--- src/hdl/dp_pkg.sv ---
package dp_pkg;

    localparam int dp_width = 32;

    localparam logic [dp_width-1:0] sp_reset = 32'h0000_0100; // stack pointer after reset

    // register code, bank view
    typedef struct packed {
        logic       ptr;  // 0 in this view
        logic       abs;  // 1 takes bank from the code
        logic [1:0] bank;
        logic [1:0] idx;
        logic [1:0] lane;
    } bank_code_t;

    // register code, pointer view
    typedef struct packed {
        logic       ptr;  // 1 in this view
        logic [2:0] rsvd;
        logic [1:0] idx;
        logic [1:0] lane;
    } ptr_code_t;

    typedef union packed {
        bank_code_t bnk;
        ptr_code_t  pnt;
    } reg_code_u;

    typedef enum logic [1:0] {
        sz_byte = 2'd0,
        sz_word = 2'd1,
        sz_long = 2'd2
    } op_size_e;

    typedef enum logic [2:0] {
        op_ld, op_add, op_adc, op_sub, op_cmp, op_and, op_or, op_xor
    } alu_op_e;

    typedef struct packed {
        logic s;
        logic z;
        logic h;
        logic v;
        logic n;
        logic c;
    } flags_t;

    typedef enum logic [7:0] {
        csr_bank     = 8'h00,
        csr_flags    = 8'h04,
        csr_acc_base = 8'h40, // 16 accumulators, bank major
        csr_acc_last = 8'h7c,
        csr_ptr_base = 8'h80, // pointers, sp last
        csr_ptr_last = 8'h8c
    } csr_addr_e;

endpackage

--- src/hdl/rf_if.sv ---
`timescale 1ns/1ps

interface rf_if import dp_pkg::*; ();

    reg_code_u           rd_code_a;  // destination operand
    reg_code_u           rd_code_b;  // source operand
    op_size_e            size;
    logic                sext;
    logic [dp_width-1:0] opnd_a;
    logic [dp_width-1:0] opnd_b;
    logic                wr_en;
    reg_code_u           wr_code;
    logic [dp_width-1:0] wr_data;
    flags_t              flag_mask;
    flags_t              flag_new;
    flags_t              flags;      // current flags, carry in for adc

    modport master (
        output rd_code_a, rd_code_b, size, sext, wr_en, wr_code, wr_data, flag_mask, flag_new,
        input  opnd_a, opnd_b, flags
    );

    modport slave (
        input  rd_code_a, rd_code_b, size, sext, wr_en, wr_code, wr_data, flag_mask, flag_new,
        output opnd_a, opnd_b, flags
    );

endinterface

--- src/hdl/dp_alu.sv ---
`timescale 1ns/1ps

module dp_alu import dp_pkg::*; (
    input  alu_op_e             code,
    input  op_size_e            size,
    input  logic [dp_width-1:0] a,
    input  logic [dp_width-1:0] b,
    input  logic                cin,
    output logic [dp_width-1:0] result,
    output flags_t              flags_new,
    output flags_t              flag_mask
);

    logic                is_sub;
    logic                is_logic;
    logic                carry_in;
    logic [dp_width-1:0] b_eff;
    logic [dp_width:0]   sum;
    logic [dp_width-1:0] cin_bits;   // carry into each bit
    logic [dp_width-1:0] cout_bits;  // carry out of each bit
    logic [dp_width-1:0] width_mask;
    logic [4:0]          msb;

    always_comb begin
        case (size)
            sz_byte: begin
                msb        = 5'd7;
                width_mask = 32'h0000_00ff;
            end
            sz_word: begin
                msb        = 5'd15;
                width_mask = 32'h0000_ffff;
            end
            default: begin
                msb        = 5'd31;
                width_mask = 32'hffff_ffff;
            end
        endcase
    end

    assign is_sub   = (code == op_sub) || (code == op_cmp);
    assign is_logic = (code == op_and) || (code == op_or) || (code == op_xor);
    assign carry_in = is_sub | ((code == op_adc) & cin); // a + ~b + 1 for subtract
    assign b_eff    = is_sub ? ~b : b;
    assign sum      = {1'b0, a} + {1'b0, b_eff} + {{dp_width{1'b0}}, carry_in};
    assign cin_bits  = a ^ b_eff ^ sum[dp_width-1:0];
    assign cout_bits = {sum[dp_width], cin_bits[dp_width-1:1]};

    always_comb begin
        case (code)
            op_ld:   result = b;
            op_and:  result = a & b;
            op_or:   result = a | b;
            op_xor:  result = a ^ b;
            default: result = sum[dp_width-1:0];
        endcase
    end

    always_comb begin
        flags_new.s = result[msb];
        flags_new.z = (result & width_mask) == '0;
        flags_new.n = is_sub;
        if (is_logic) begin
            flags_new.h = (code == op_and);
            flags_new.v = ~^result[7:0];        // even parity
            flags_new.c = 1'b0;
        end else begin
            flags_new.h = cout_bits[3] ^ is_sub;  // borrow on subtract
            flags_new.v = cin_bits[msb] ^ cout_bits[msb];
            flags_new.c = cout_bits[msb] ^ is_sub;
        end
        flag_mask = (code == op_ld) ? '0 : '1;
    end

endmodule

--- src/hdl/dp_regfile.sv ---
`timescale 1ns/1ps

module dp_regfile import dp_pkg::*; (
    input  logic                clk,
    input  logic                rst,
    rf_if.slave                 rf,
    input  logic [1:0]          bank,
    input  logic [4:0]          dbg_idx,
    output logic [dp_width-1:0] dbg_data,
    output flags_t              flags
);

    logic [dp_width-1:0] accs [16];
    logic [dp_width-1:0] ptrs [4];
    logic [dp_width-1:0] word_a;
    logic [dp_width-1:0] word_b;
    logic [3:0]          wr_be;     // byte lanes touched by the write
    logic [dp_width-1:0] wr_lanes;  // write data copied into each lane
    logic [3:0]          wr_acc;

    // relative codes fall back to the current bank
    function automatic logic [3:0] acc_index(reg_code_u code, logic [1:0] cur_bank);
        acc_index = {code.bnk.abs ? code.bnk.bank : cur_bank, code.bnk.idx};
    endfunction

    function automatic logic [dp_width-1:0] lane_ext(logic [dp_width-1:0] word,
                                                     reg_code_u code,
                                                     op_size_e size,
                                                     logic sext);
        logic [dp_width-1:0] shifted;
        case (size)
            sz_byte: begin
                shifted  = word >> {code.bnk.lane, 3'b000};
                lane_ext = {{(dp_width-8){sext & shifted[7]}}, shifted[7:0]};
            end
            sz_word: begin
                shifted  = word >> {code.bnk.lane[1], 4'b0000}; // lane bit 0 ignored
                lane_ext = {{(dp_width-16){sext & shifted[15]}}, shifted[15:0]};
            end
            default: lane_ext = word;
        endcase
    endfunction

    always_comb begin
        word_a = rf.rd_code_a.pnt.ptr ? ptrs[rf.rd_code_a.pnt.idx]
                                      : accs[acc_index(rf.rd_code_a, bank)];
        word_b = rf.rd_code_b.pnt.ptr ? ptrs[rf.rd_code_b.pnt.idx]
                                      : accs[acc_index(rf.rd_code_b, bank)];
        rf.opnd_a = lane_ext(word_a, rf.rd_code_a, rf.size, rf.sext);
        rf.opnd_b = lane_ext(word_b, rf.rd_code_b, rf.size, rf.sext);
    end

    always_comb begin
        case (rf.size)
            sz_byte: begin
                wr_be    = 4'b0001 << rf.wr_code.bnk.lane;
                wr_lanes = {4{rf.wr_data[7:0]}};
            end
            sz_word: begin
                wr_be    = rf.wr_code.bnk.lane[1] ? 4'b1100 : 4'b0011;
                wr_lanes = {2{rf.wr_data[15:0]}};
            end
            default: begin
                wr_be    = 4'b1111;
                wr_lanes = rf.wr_data;
            end
        endcase
    end

    assign wr_acc   = acc_index(rf.wr_code, bank);
    assign rf.flags = flags;
    assign dbg_data = dbg_idx[4] ? ptrs[dbg_idx[1:0]] : accs[dbg_idx[3:0]];

    always_ff @(posedge clk or posedge rst) begin
        if (rst) begin
            for (int i = 0; i < 16; i++) begin
                accs[i] <= '0;
            end
            for (int i = 0; i < 4; i++) begin
                ptrs[i] <= (i == 3) ? sp_reset : '0; // xsp
            end
            flags <= '0;
        end else begin
            if (rf.wr_en) begin
                for (int b = 0; b < 4; b++) begin
                    if (wr_be[b] && rf.wr_code.pnt.ptr) begin
                        ptrs[rf.wr_code.pnt.idx][8*b +: 8] <= wr_lanes[8*b +: 8];
                    end else if (wr_be[b]) begin
                        accs[wr_acc][8*b +: 8] <= wr_lanes[8*b +: 8];
                    end
                end
            end
            flags <= (flags & ~rf.flag_mask) | (rf.flag_new & rf.flag_mask);
        end
    end

endmodule

--- src/hdl/dp_exec.sv ---
`timescale 1ns/1ps

module dp_exec import dp_pkg::*; (
    input  logic                clk,
    input  logic                rst,
    input  logic                op_valid,
    output logic                op_ready,
    input  alu_op_e             op_code,
    input  op_size_e            op_size,
    input  reg_code_u           op_dst,
    input  reg_code_u           op_src,
    input  logic                op_use_imm,
    input  logic [dp_width-1:0] op_imm,
    input  logic                op_sext,
    input  logic [1:0]          bank,
    rf_if.master                rf
);

    logic                take;
    logic                exec_q;     // execute cycle
    alu_op_e             code_q;
    op_size_e            size_q;
    reg_code_u           dst_q;
    reg_code_u           src_q;
    logic                use_imm_q;
    logic [dp_width-1:0] imm_q;
    logic                sext_q;
    logic [dp_width-1:0] alu_b;
    logic [dp_width-1:0] alu_result;
    flags_t              alu_flags;
    flags_t              alu_mask;

    // pin relative codes to the bank seen at accept time
    function automatic reg_code_u resolve(reg_code_u code, logic [1:0] cur_bank);
        reg_code_u res;
        res = code;
        if (!code.bnk.ptr && !code.bnk.abs) begin
            res.bnk.abs  = 1'b1;
            res.bnk.bank = cur_bank;
        end
        return res;
    endfunction

    assign take = op_valid && op_ready;

    always_ff @(posedge clk or posedge rst) begin
        if (rst) begin
            op_ready <= 1'b0;
            exec_q   <= 1'b0;
        end else begin
            exec_q   <= take;
            op_ready <= !take; // low for the execute cycle
        end
    end

    always_ff @(posedge clk) begin
        if (take) begin
            code_q    <= op_code;
            size_q    <= op_size;
            dst_q     <= resolve(op_dst, bank);
            src_q     <= resolve(op_src, bank);
            use_imm_q <= op_use_imm;
            imm_q     <= op_imm;
            sext_q    <= op_sext;
        end
    end

    assign rf.rd_code_a = dst_q;
    assign rf.rd_code_b = src_q;
    assign rf.size      = size_q;
    assign rf.sext      = sext_q;
    assign alu_b        = use_imm_q ? imm_q : rf.opnd_b;

    dp_alu u_alu (
        .code      (code_q),
        .size      (size_q),
        .a         (rf.opnd_a),
        .b         (alu_b),
        .cin       (rf.flags.c),
        .result    (alu_result),
        .flags_new (alu_flags),
        .flag_mask (alu_mask)
    );

    assign rf.wr_en     = exec_q && (code_q != op_cmp); // cmp keeps its destination
    assign rf.wr_code   = dst_q;
    assign rf.wr_data   = alu_result;
    assign rf.flag_new  = alu_flags;
    assign rf.flag_mask = exec_q ? alu_mask : '0;

endmodule

--- src/hdl/dp_csr_axil.sv ---
`timescale 1ns/1ps

module dp_csr_axil import dp_pkg::*; (
    input  logic                clk,
    input  logic                rst,
    input  logic                awvalid,
    output logic                awready,
    input  logic [dp_width-1:0] awaddr,
    input  logic                wvalid,
    output logic                wready,
    input  logic [dp_width-1:0] wdata,
    output logic                bvalid,
    input  logic                bready,
    output logic [1:0]          bresp,
    input  logic                arvalid,
    output logic                arready,
    input  logic [dp_width-1:0] araddr,
    output logic                rvalid,
    input  logic                rready,
    output logic [dp_width-1:0] rdata,
    output logic [1:0]          rresp,
    output logic [1:0]          bank,
    output logic [4:0]          dbg_idx,
    input  logic [dp_width-1:0] dbg_data,
    input  flags_t              flags
);

    localparam logic [1:0] resp_okay   = 2'b00;
    localparam logic [1:0] resp_slverr = 2'b10;

    logic                wr_take;
    logic                rd_take;
    logic [dp_width-1:0] rd_word;

    function automatic logic addr_hit(logic [dp_width-1:0] addr);
        logic [7:0] off;
        off      = addr[7:0];
        addr_hit = 1'b0;
        if (addr[dp_width-1:8] == '0 && off[1:0] == 2'b00) begin
            if (off == csr_bank || off == csr_flags) addr_hit = 1'b1;
            if (off >= csr_acc_base && off <= csr_acc_last) addr_hit = 1'b1;
            if (off >= csr_ptr_base && off <= csr_ptr_last) addr_hit = 1'b1;
        end
    endfunction

    // aw and w are taken in the same cycle
    assign wr_take = awvalid && wvalid && !bvalid;
    assign awready = wr_take;
    assign wready  = wr_take;

    always_ff @(posedge clk or posedge rst) begin
        if (rst) begin
            bvalid <= 1'b0;
            bank   <= 2'd0;
        end else if (wr_take) begin
            bvalid <= 1'b1;
            if (awaddr == dp_width'(csr_bank)) bank <= wdata[1:0];
        end else if (bready) begin
            bvalid <= 1'b0;
        end
    end

    always_ff @(posedge clk) begin
        if (wr_take) bresp <= addr_hit(awaddr) ? resp_okay : resp_slverr; // read-only is okay
    end

    assign arready = !rvalid;
    assign rd_take = arvalid && arready;
    assign dbg_idx = {araddr[7], araddr[5:2]}; // bit 4 picks the pointers

    always_comb begin
        rd_word = dbg_data;
        if (!addr_hit(araddr)) begin
            rd_word = '0;
        end else if (araddr[7:0] == csr_bank) begin
            rd_word = {{(dp_width-2){1'b0}}, bank};
        end else if (araddr[7:0] == csr_flags) begin
            rd_word = {{(dp_width-6){1'b0}}, flags};
        end
    end

    always_ff @(posedge clk or posedge rst) begin
        if (rst) begin
            rvalid <= 1'b0;
        end else if (rd_take) begin
            rvalid <= 1'b1;
        end else if (rready) begin
            rvalid <= 1'b0;
        end
    end

    always_ff @(posedge clk) begin
        if (rd_take) begin
            rdata <= rd_word;
            rresp <= addr_hit(araddr) ? resp_okay : resp_slverr;
        end
    end

endmodule

--- src/hdl/dp_top.sv ---
`timescale 1ns/1ps

module dp_top import dp_pkg::*; (
    input  logic                clk,
    input  logic                rst,
    // operation stream
    input  logic                op_valid,
    output logic                op_ready,
    input  alu_op_e             op_code,
    input  op_size_e            op_size,
    input  reg_code_u           op_dst,
    input  reg_code_u           op_src,
    input  logic                op_use_imm,
    input  logic [dp_width-1:0] op_imm,
    input  logic                op_sext,
    // axi4-lite configuration
    input  logic                awvalid,
    output logic                awready,
    input  logic [dp_width-1:0] awaddr,
    input  logic                wvalid,
    output logic                wready,
    input  logic [dp_width-1:0] wdata,
    output logic                bvalid,
    input  logic                bready,
    output logic [1:0]          bresp,
    input  logic                arvalid,
    output logic                arready,
    input  logic [dp_width-1:0] araddr,
    output logic                rvalid,
    input  logic                rready,
    output logic [dp_width-1:0] rdata,
    output logic [1:0]          rresp
);

    logic [1:0]          bank;      // register file pointer
    logic [4:0]          dbg_idx;
    logic [dp_width-1:0] dbg_data;
    flags_t              flags;

    rf_if u_rf_if ();

    dp_exec u_exec (
        .clk        (clk),
        .rst        (rst),
        .op_valid   (op_valid),
        .op_ready   (op_ready),
        .op_code    (op_code),
        .op_size    (op_size),
        .op_dst     (op_dst),
        .op_src     (op_src),
        .op_use_imm (op_use_imm),
        .op_imm     (op_imm),
        .op_sext    (op_sext),
        .bank       (bank),
        .rf         (u_rf_if.master)
    );

    dp_regfile u_regfile (
        .clk      (clk),
        .rst      (rst),
        .rf       (u_rf_if.slave),
        .bank     (bank),
        .dbg_idx  (dbg_idx),
        .dbg_data (dbg_data),
        .flags    (flags)
    );

    dp_csr_axil u_csr (
        .clk      (clk),
        .rst      (rst),
        .awvalid  (awvalid),
        .awready  (awready),
        .awaddr   (awaddr),
        .wvalid   (wvalid),
        .wready   (wready),
        .wdata    (wdata),
        .bvalid   (bvalid),
        .bready   (bready),
        .bresp    (bresp),
        .arvalid  (arvalid),
        .arready  (arready),
        .araddr   (araddr),
        .rvalid   (rvalid),
        .rready   (rready),
        .rdata    (rdata),
        .rresp    (rresp),
        .bank     (bank),
        .dbg_idx  (dbg_idx),
        .dbg_data (dbg_data),
        .flags    (flags)
    );

endmodule

--- config.mk ---
export PLATFORM = sky130hd
export DESIGN_NAME = dp_top
export DESIGN_NICKNAME = d
export VERILOG_FILES = /design/src/hdl/dp_pkg.sv /design/src/hdl/rf_if.sv /design/src/hdl/dp_alu.sv /design/src/hdl/dp_regfile.sv /design/src/hdl/dp_exec.sv /design/src/hdl/dp_csr_axil.sv /design/src/hdl/dp_top.sv
export SDC_FILE = /design/constraint.sdc
export NUM_CORES = 2
export LEC_CHECK = 0
export BUFFER_PORTS_ARGS = -buffer_cell sky130_fd_sc_hd__buf_4
export CAP_MARGIN = 20
export CELL_PAD_IN_SITES_DETAIL_PLACEMENT = 2
export CELL_PAD_IN_SITES_GLOBAL_PLACEMENT = 2
export CORE_ASPECT_RATIO = 0.9
export CORE_MARGIN = 1.5
export CORE_UTILIZATION = 38
export DETAILED_ROUTE_END_ITERATION = 7
export PLACE_DENSITY = 0.75
export REMOVE_ABC_BUFFERS = 1
export SLEW_MARGIN = 20
export SYNTH_ARGS = -nofsm -noshare
export SYNTH_HDL_FRONTEND = slang
export SYNTH_SLANG_ARGS = --single-unit
export TNS_END_PERCENT = 1
--- constraint.sdc ---
create_clock -name clk -period 21.9 [get_ports clk]
set_input_delay 3.285 -clock clk [delete_from_list [all_inputs] [get_ports clk]]
set_output_delay 3.285 -clock clk [all_outputs]
set_load 0.1 [all_outputs]
==> results.json <==
{
  "grt_pass1_wl_mm": 310,
  "synth_cell_types": 82,
  "htree_levels": 3,
  "vias": 41400,
  "synth-edff-count": 89,
  "via_per_inst": 6.54,
  "clkSinkCount": 741,
  "die_height_um": 343,
  "slew_viol_final": 0,
  "cts_hold_buf": 0,
  "gr-total-overflow": 0,
  "cp-startpoint": "u_exec.rf.rd_code_b[2]",
  "slew_headroom_pct": 14.2,
  "cts_setup_buffers": 0,
  "nNetsFinal": 4811,
  "dr.pass1.iters": 5,
  "hold_start": "u_exec.op_ready",
  "start_util_pct": 38.4,
  "wl_mm": 211,
  "finalCritPeriodShare_pct": 46.5,
  "routabilityCongestion": 0.972,
  "final_cell_area_mm2": 0.0548,
  "grt_max_degree": 171,
  "tightest_slew_ns": 1.28,
  "hold_path.class": "reg -> reg",
  "cp.required_ns": 22.45,
  "period_needed_ns": 10.19,
  "p_switching_mw": 2.07,
  "endpoint_kind": "flip-flop",
  "clock_skew_ns": 0.0349,
  "synth_area_per_cell_um2": 10.7,
  "cts_tree": "done",
  "fp-row-count": 124,
  "path_class": "reg -> reg",
  "cts-resized-gates": 0,
  "final_util_pct": 43.0,
  "critPathMaxStageDelay_ns": 0.96,
  "syn_inst": 4561,
  "fp.coreArea_mm2": 0.127,
  "synth_warnings": 0,
  "async_reset_ff_share_pct": 88.0,
  "port_buffers": 168,
  "p_clk_share_pct": 28.4,
  "sw_frac_of_total_pct": 38.3,
  "nFillCells": 13000,
  "max_cap_viol_count": 0,
  "yosys_register_bits": 741,
  "regArea_mm2": 0.0190,
  "clkTransAtPathRegs_ns": 0.06,
  "die_area_mm2": 0.131,
  "drive_gt1_share_pct": 24.5,
  "max_freq_mhz": 98.1,
  "p_leak_nw": 22.5,
  "seq_power_share_pct": 36.2,
  "multi_input_area_mm2": 0.0281,
  "dpl.hpwl_mm": 142,
  "path_buf_inv": 4,
  "grt_usage_pct": 32.3,
  "setup.worst_path.start_class": "flip-flop",
  "vdd_drop_max_mv": 0.0647,
  "final.setup.tns_ns": 0,
  "share_comb_of_total_power_pct": 35.4,
  "clk_latency_ns": 0.74,
  "synthFlopType": "dfrtp_1",
  "rsz0062_at_grt": "false",
  "cts_made_buffers": 89,
  "crit_family": "compound AO/OA/AOI/OAI gates",
  "path_cells": "buf_4 > buf_12 > buf_4 > buf_4 > mux4_2 > mux2i_1 > mux2_2 > a221oi_1 > o2bb2ai_1 > nor2_1 > a2bb2oi_1 > xor2_1 > ha_1 > a211oi_1 > o21bai_1 > a21oi_1 > o21ai_0 > a21oi_1 > o21ai_0 > a21oi_1 > xnor2_1 > a221o_1 > nor2_2 > o21ai_0",
  "pre_cts_ws_ns": 11.89,
  "status": "finished clean",
  "netlist_area_mm2": 0.0489,
  "worstPathArrival_ns": 10.74,
  "wl_per_cell_um": 33.3,
  "io_pins": 201,
  "dpl_cell_area_mm2": 0.0518,
  "drc": 0,
  "ant_nets": 0,
  "ys_seq_area_share_pct": 38.8,
  "power_density_mw_per_mm2": 98.8,
  "hold_viol": 0,
  "cp_max_fo": 66,
  "dieWidth_um": 381,
  "antenna_found_initial": 4,
  "worst_path_max_delay_cell": "nor2_1",
  "p_int_mw": 3.34,
  "rr_startpoint": "u_exec.rf.rd_code_b[2]",
  "drtIter0Drc": 4269,
  "grt_pass1_vias": 44200,
  "area_delta_synth_final_pct": 11.9,
  "cts_buffer_depth": 3,
  "finalSetupViolations": 0,
  "cts_root_buf": "clkbuf_16",
  "layout_setup_ws_ns": 11.71
}
[synthesized netlist by cell type, drive strengths merged, types with 8 or more instances]
cell,n,area (um2)
nand3,48,240
nor2b,12,75.1
o22ai,28,175
and3,26,163
mux4,522,11800
inv,101,379
a22oi,14,105
nor3,38,190
o31ai,17,138
a211oi,43,323
a221oi,15,131
mux2i,76,761
o21ai,469,2350
o21a,21,158
nor4,15,93.8
a31oi,17,106
a221o,11,110
a21oi,291,1460
clkbuf,270,1010
nand2b,37,231
o211ai,17,128
edfxtp,89,2670
xnor2,38,333
nand2,815,3060
nand4,8,50.1
a211o,10,87.6
o221ai,13,114
ha,99,1240
buf,115,659
nor2,291,1090
mux2,142,1600
a22o,11,96.3
xor2,27,236
a21o,11,82.6
and2,48,300
a311oi,24,210
dfrtp,651,16300
[registers in the layout (all words and copies together), names as in the netlist, named ones only]
signal,count
u_regfile.accs,512
u_regfile.ptrs,128
u_csr.rdata,32
u_exec.imm_q,32
u_exec.rf.rd_code_a,8
u_exec.rf.rd_code_b,8
u_exec.code_q,3
u_csr.bank,2
u_exec.rf.size,2
u_csr.bresp,1
u_csr.bvalid,1
u_csr.rresp,1
u_csr.rvalid,1
u_exec.exec_q,1
u_exec.op_ready,1
u_exec.rf.sext,1
u_exec.use_imm_q,1
[cell families after synthesis]
kind of cell             synth area share [%]
AO/OA/AOI/OAI                            12.8
XOR/XNOR                                 1.16
adder cells (fa/ha/maj)                  2.61
buffers and inverters                    4.24
flip-flops                               38.8
multiplexers                             28.9
other                                 0.00767
AND/OR/NAND/NOR                          11.5
[stage by stage]
step	total power, mW	hold WS, ns	std cells
finish	5.41	0.482	6331
global route	5.63	0.516	6328
floorplan	3.11	0.449	4177
global placement	3.71	0.473	6160
CTS	5.39	0.492	6327
detailed placement	3.83	0.484	6160
[layout by cell type, fill, tap and decap left out, drive strengths merged, types with 17 or more instances in the layout]
cell      n
and2     48
ha       99
xor2     27
o211ai   17
and3     26
nand2b   37
dfrtp   651
o22ai    28
inv     102
a21oi   291
nand3    48
edfxtp   89
buf     282
a311oi   24
a31oi    17
clkinv   40
mux2i    76
nand2   815
nor3     38
xnor2    38
a211oi   43
mux2    142
clkbuf  121
o21ai   469
nor2    291
o21a     21
o31ai    17
mux4    522
[worst paths after layout]
kind	to	slack, ns	depth (start not counted)
hold / removal	u_exec.op_ready	0.48	1
setup / recovery	u_regfile.accs[156]	11.71	24
hold reg to reg	u_exec.op_ready	0.48	1
min in group asynchronous	u_csr.rvalid	2.68	2
setup reg to reg	u_regfile.accs[156]	11.71	24
max in group asynchronous	u_regfile.accs[334]	15.75	5
[area by class of cell]
cell class	instances	share of cell area (%)
diodes	3	0.0137
clock buffers	120	4.41
clock inverters	47	0.960
inverters	106	0.745
multi-input cells	3330	51.3
flip-flops and latches	741	34.7
well taps	1701	3.89
repair buffers	283	4.04
[power by group through the flow]
stage	registers, mW	logic, mW	clock network [mW]
3_3_place_gp	1.92	1.79	0
2_1_floorplan	1.93	1.19	0
5_1_grt	2.00	2.04	1.60
3_5_place_dp	1.96	1.86	0
6_report	1.96	1.92	1.53
4_1_cts	1.95	1.89	1.56
[layer usage]
metal	vias up	track usage, %	part of all wire, %
li1	16900	-	-
met1	22200	44.4	42
met2	1794	50.2	46
met3	418	6.01	7.9
met4	2	13.7	4.4
met5	-	0	0.0062
[worst register-to-register path: stages (launching register included)]
cell and delay, ns:
edfxtp_1 0.33, buf_4 0.39, buf_12 0.55, buf_4 0.91, buf_4 0.89, mux4_2 0.66
mux2i_1 0.18, mux2_2 0.33, a221oi_1 0.19, o2bb2ai_1 0.18, nor2_1 0.97, a2bb2oi_1 0.40
xor2_1 0.43, ha_1 0.38, a211oi_1 0.40, o21bai_1 0.16, a21oi_1 0.27, o21ai_0 0.14
a21oi_1 0.35, o21ai_0 0.16, a21oi_1 0.23, xnor2_1 0.13, a221o_1 0.37, nor2_2 0.76
o21ai_0 0.25
No activity file was read; power rests on OpenSTA's default activity.
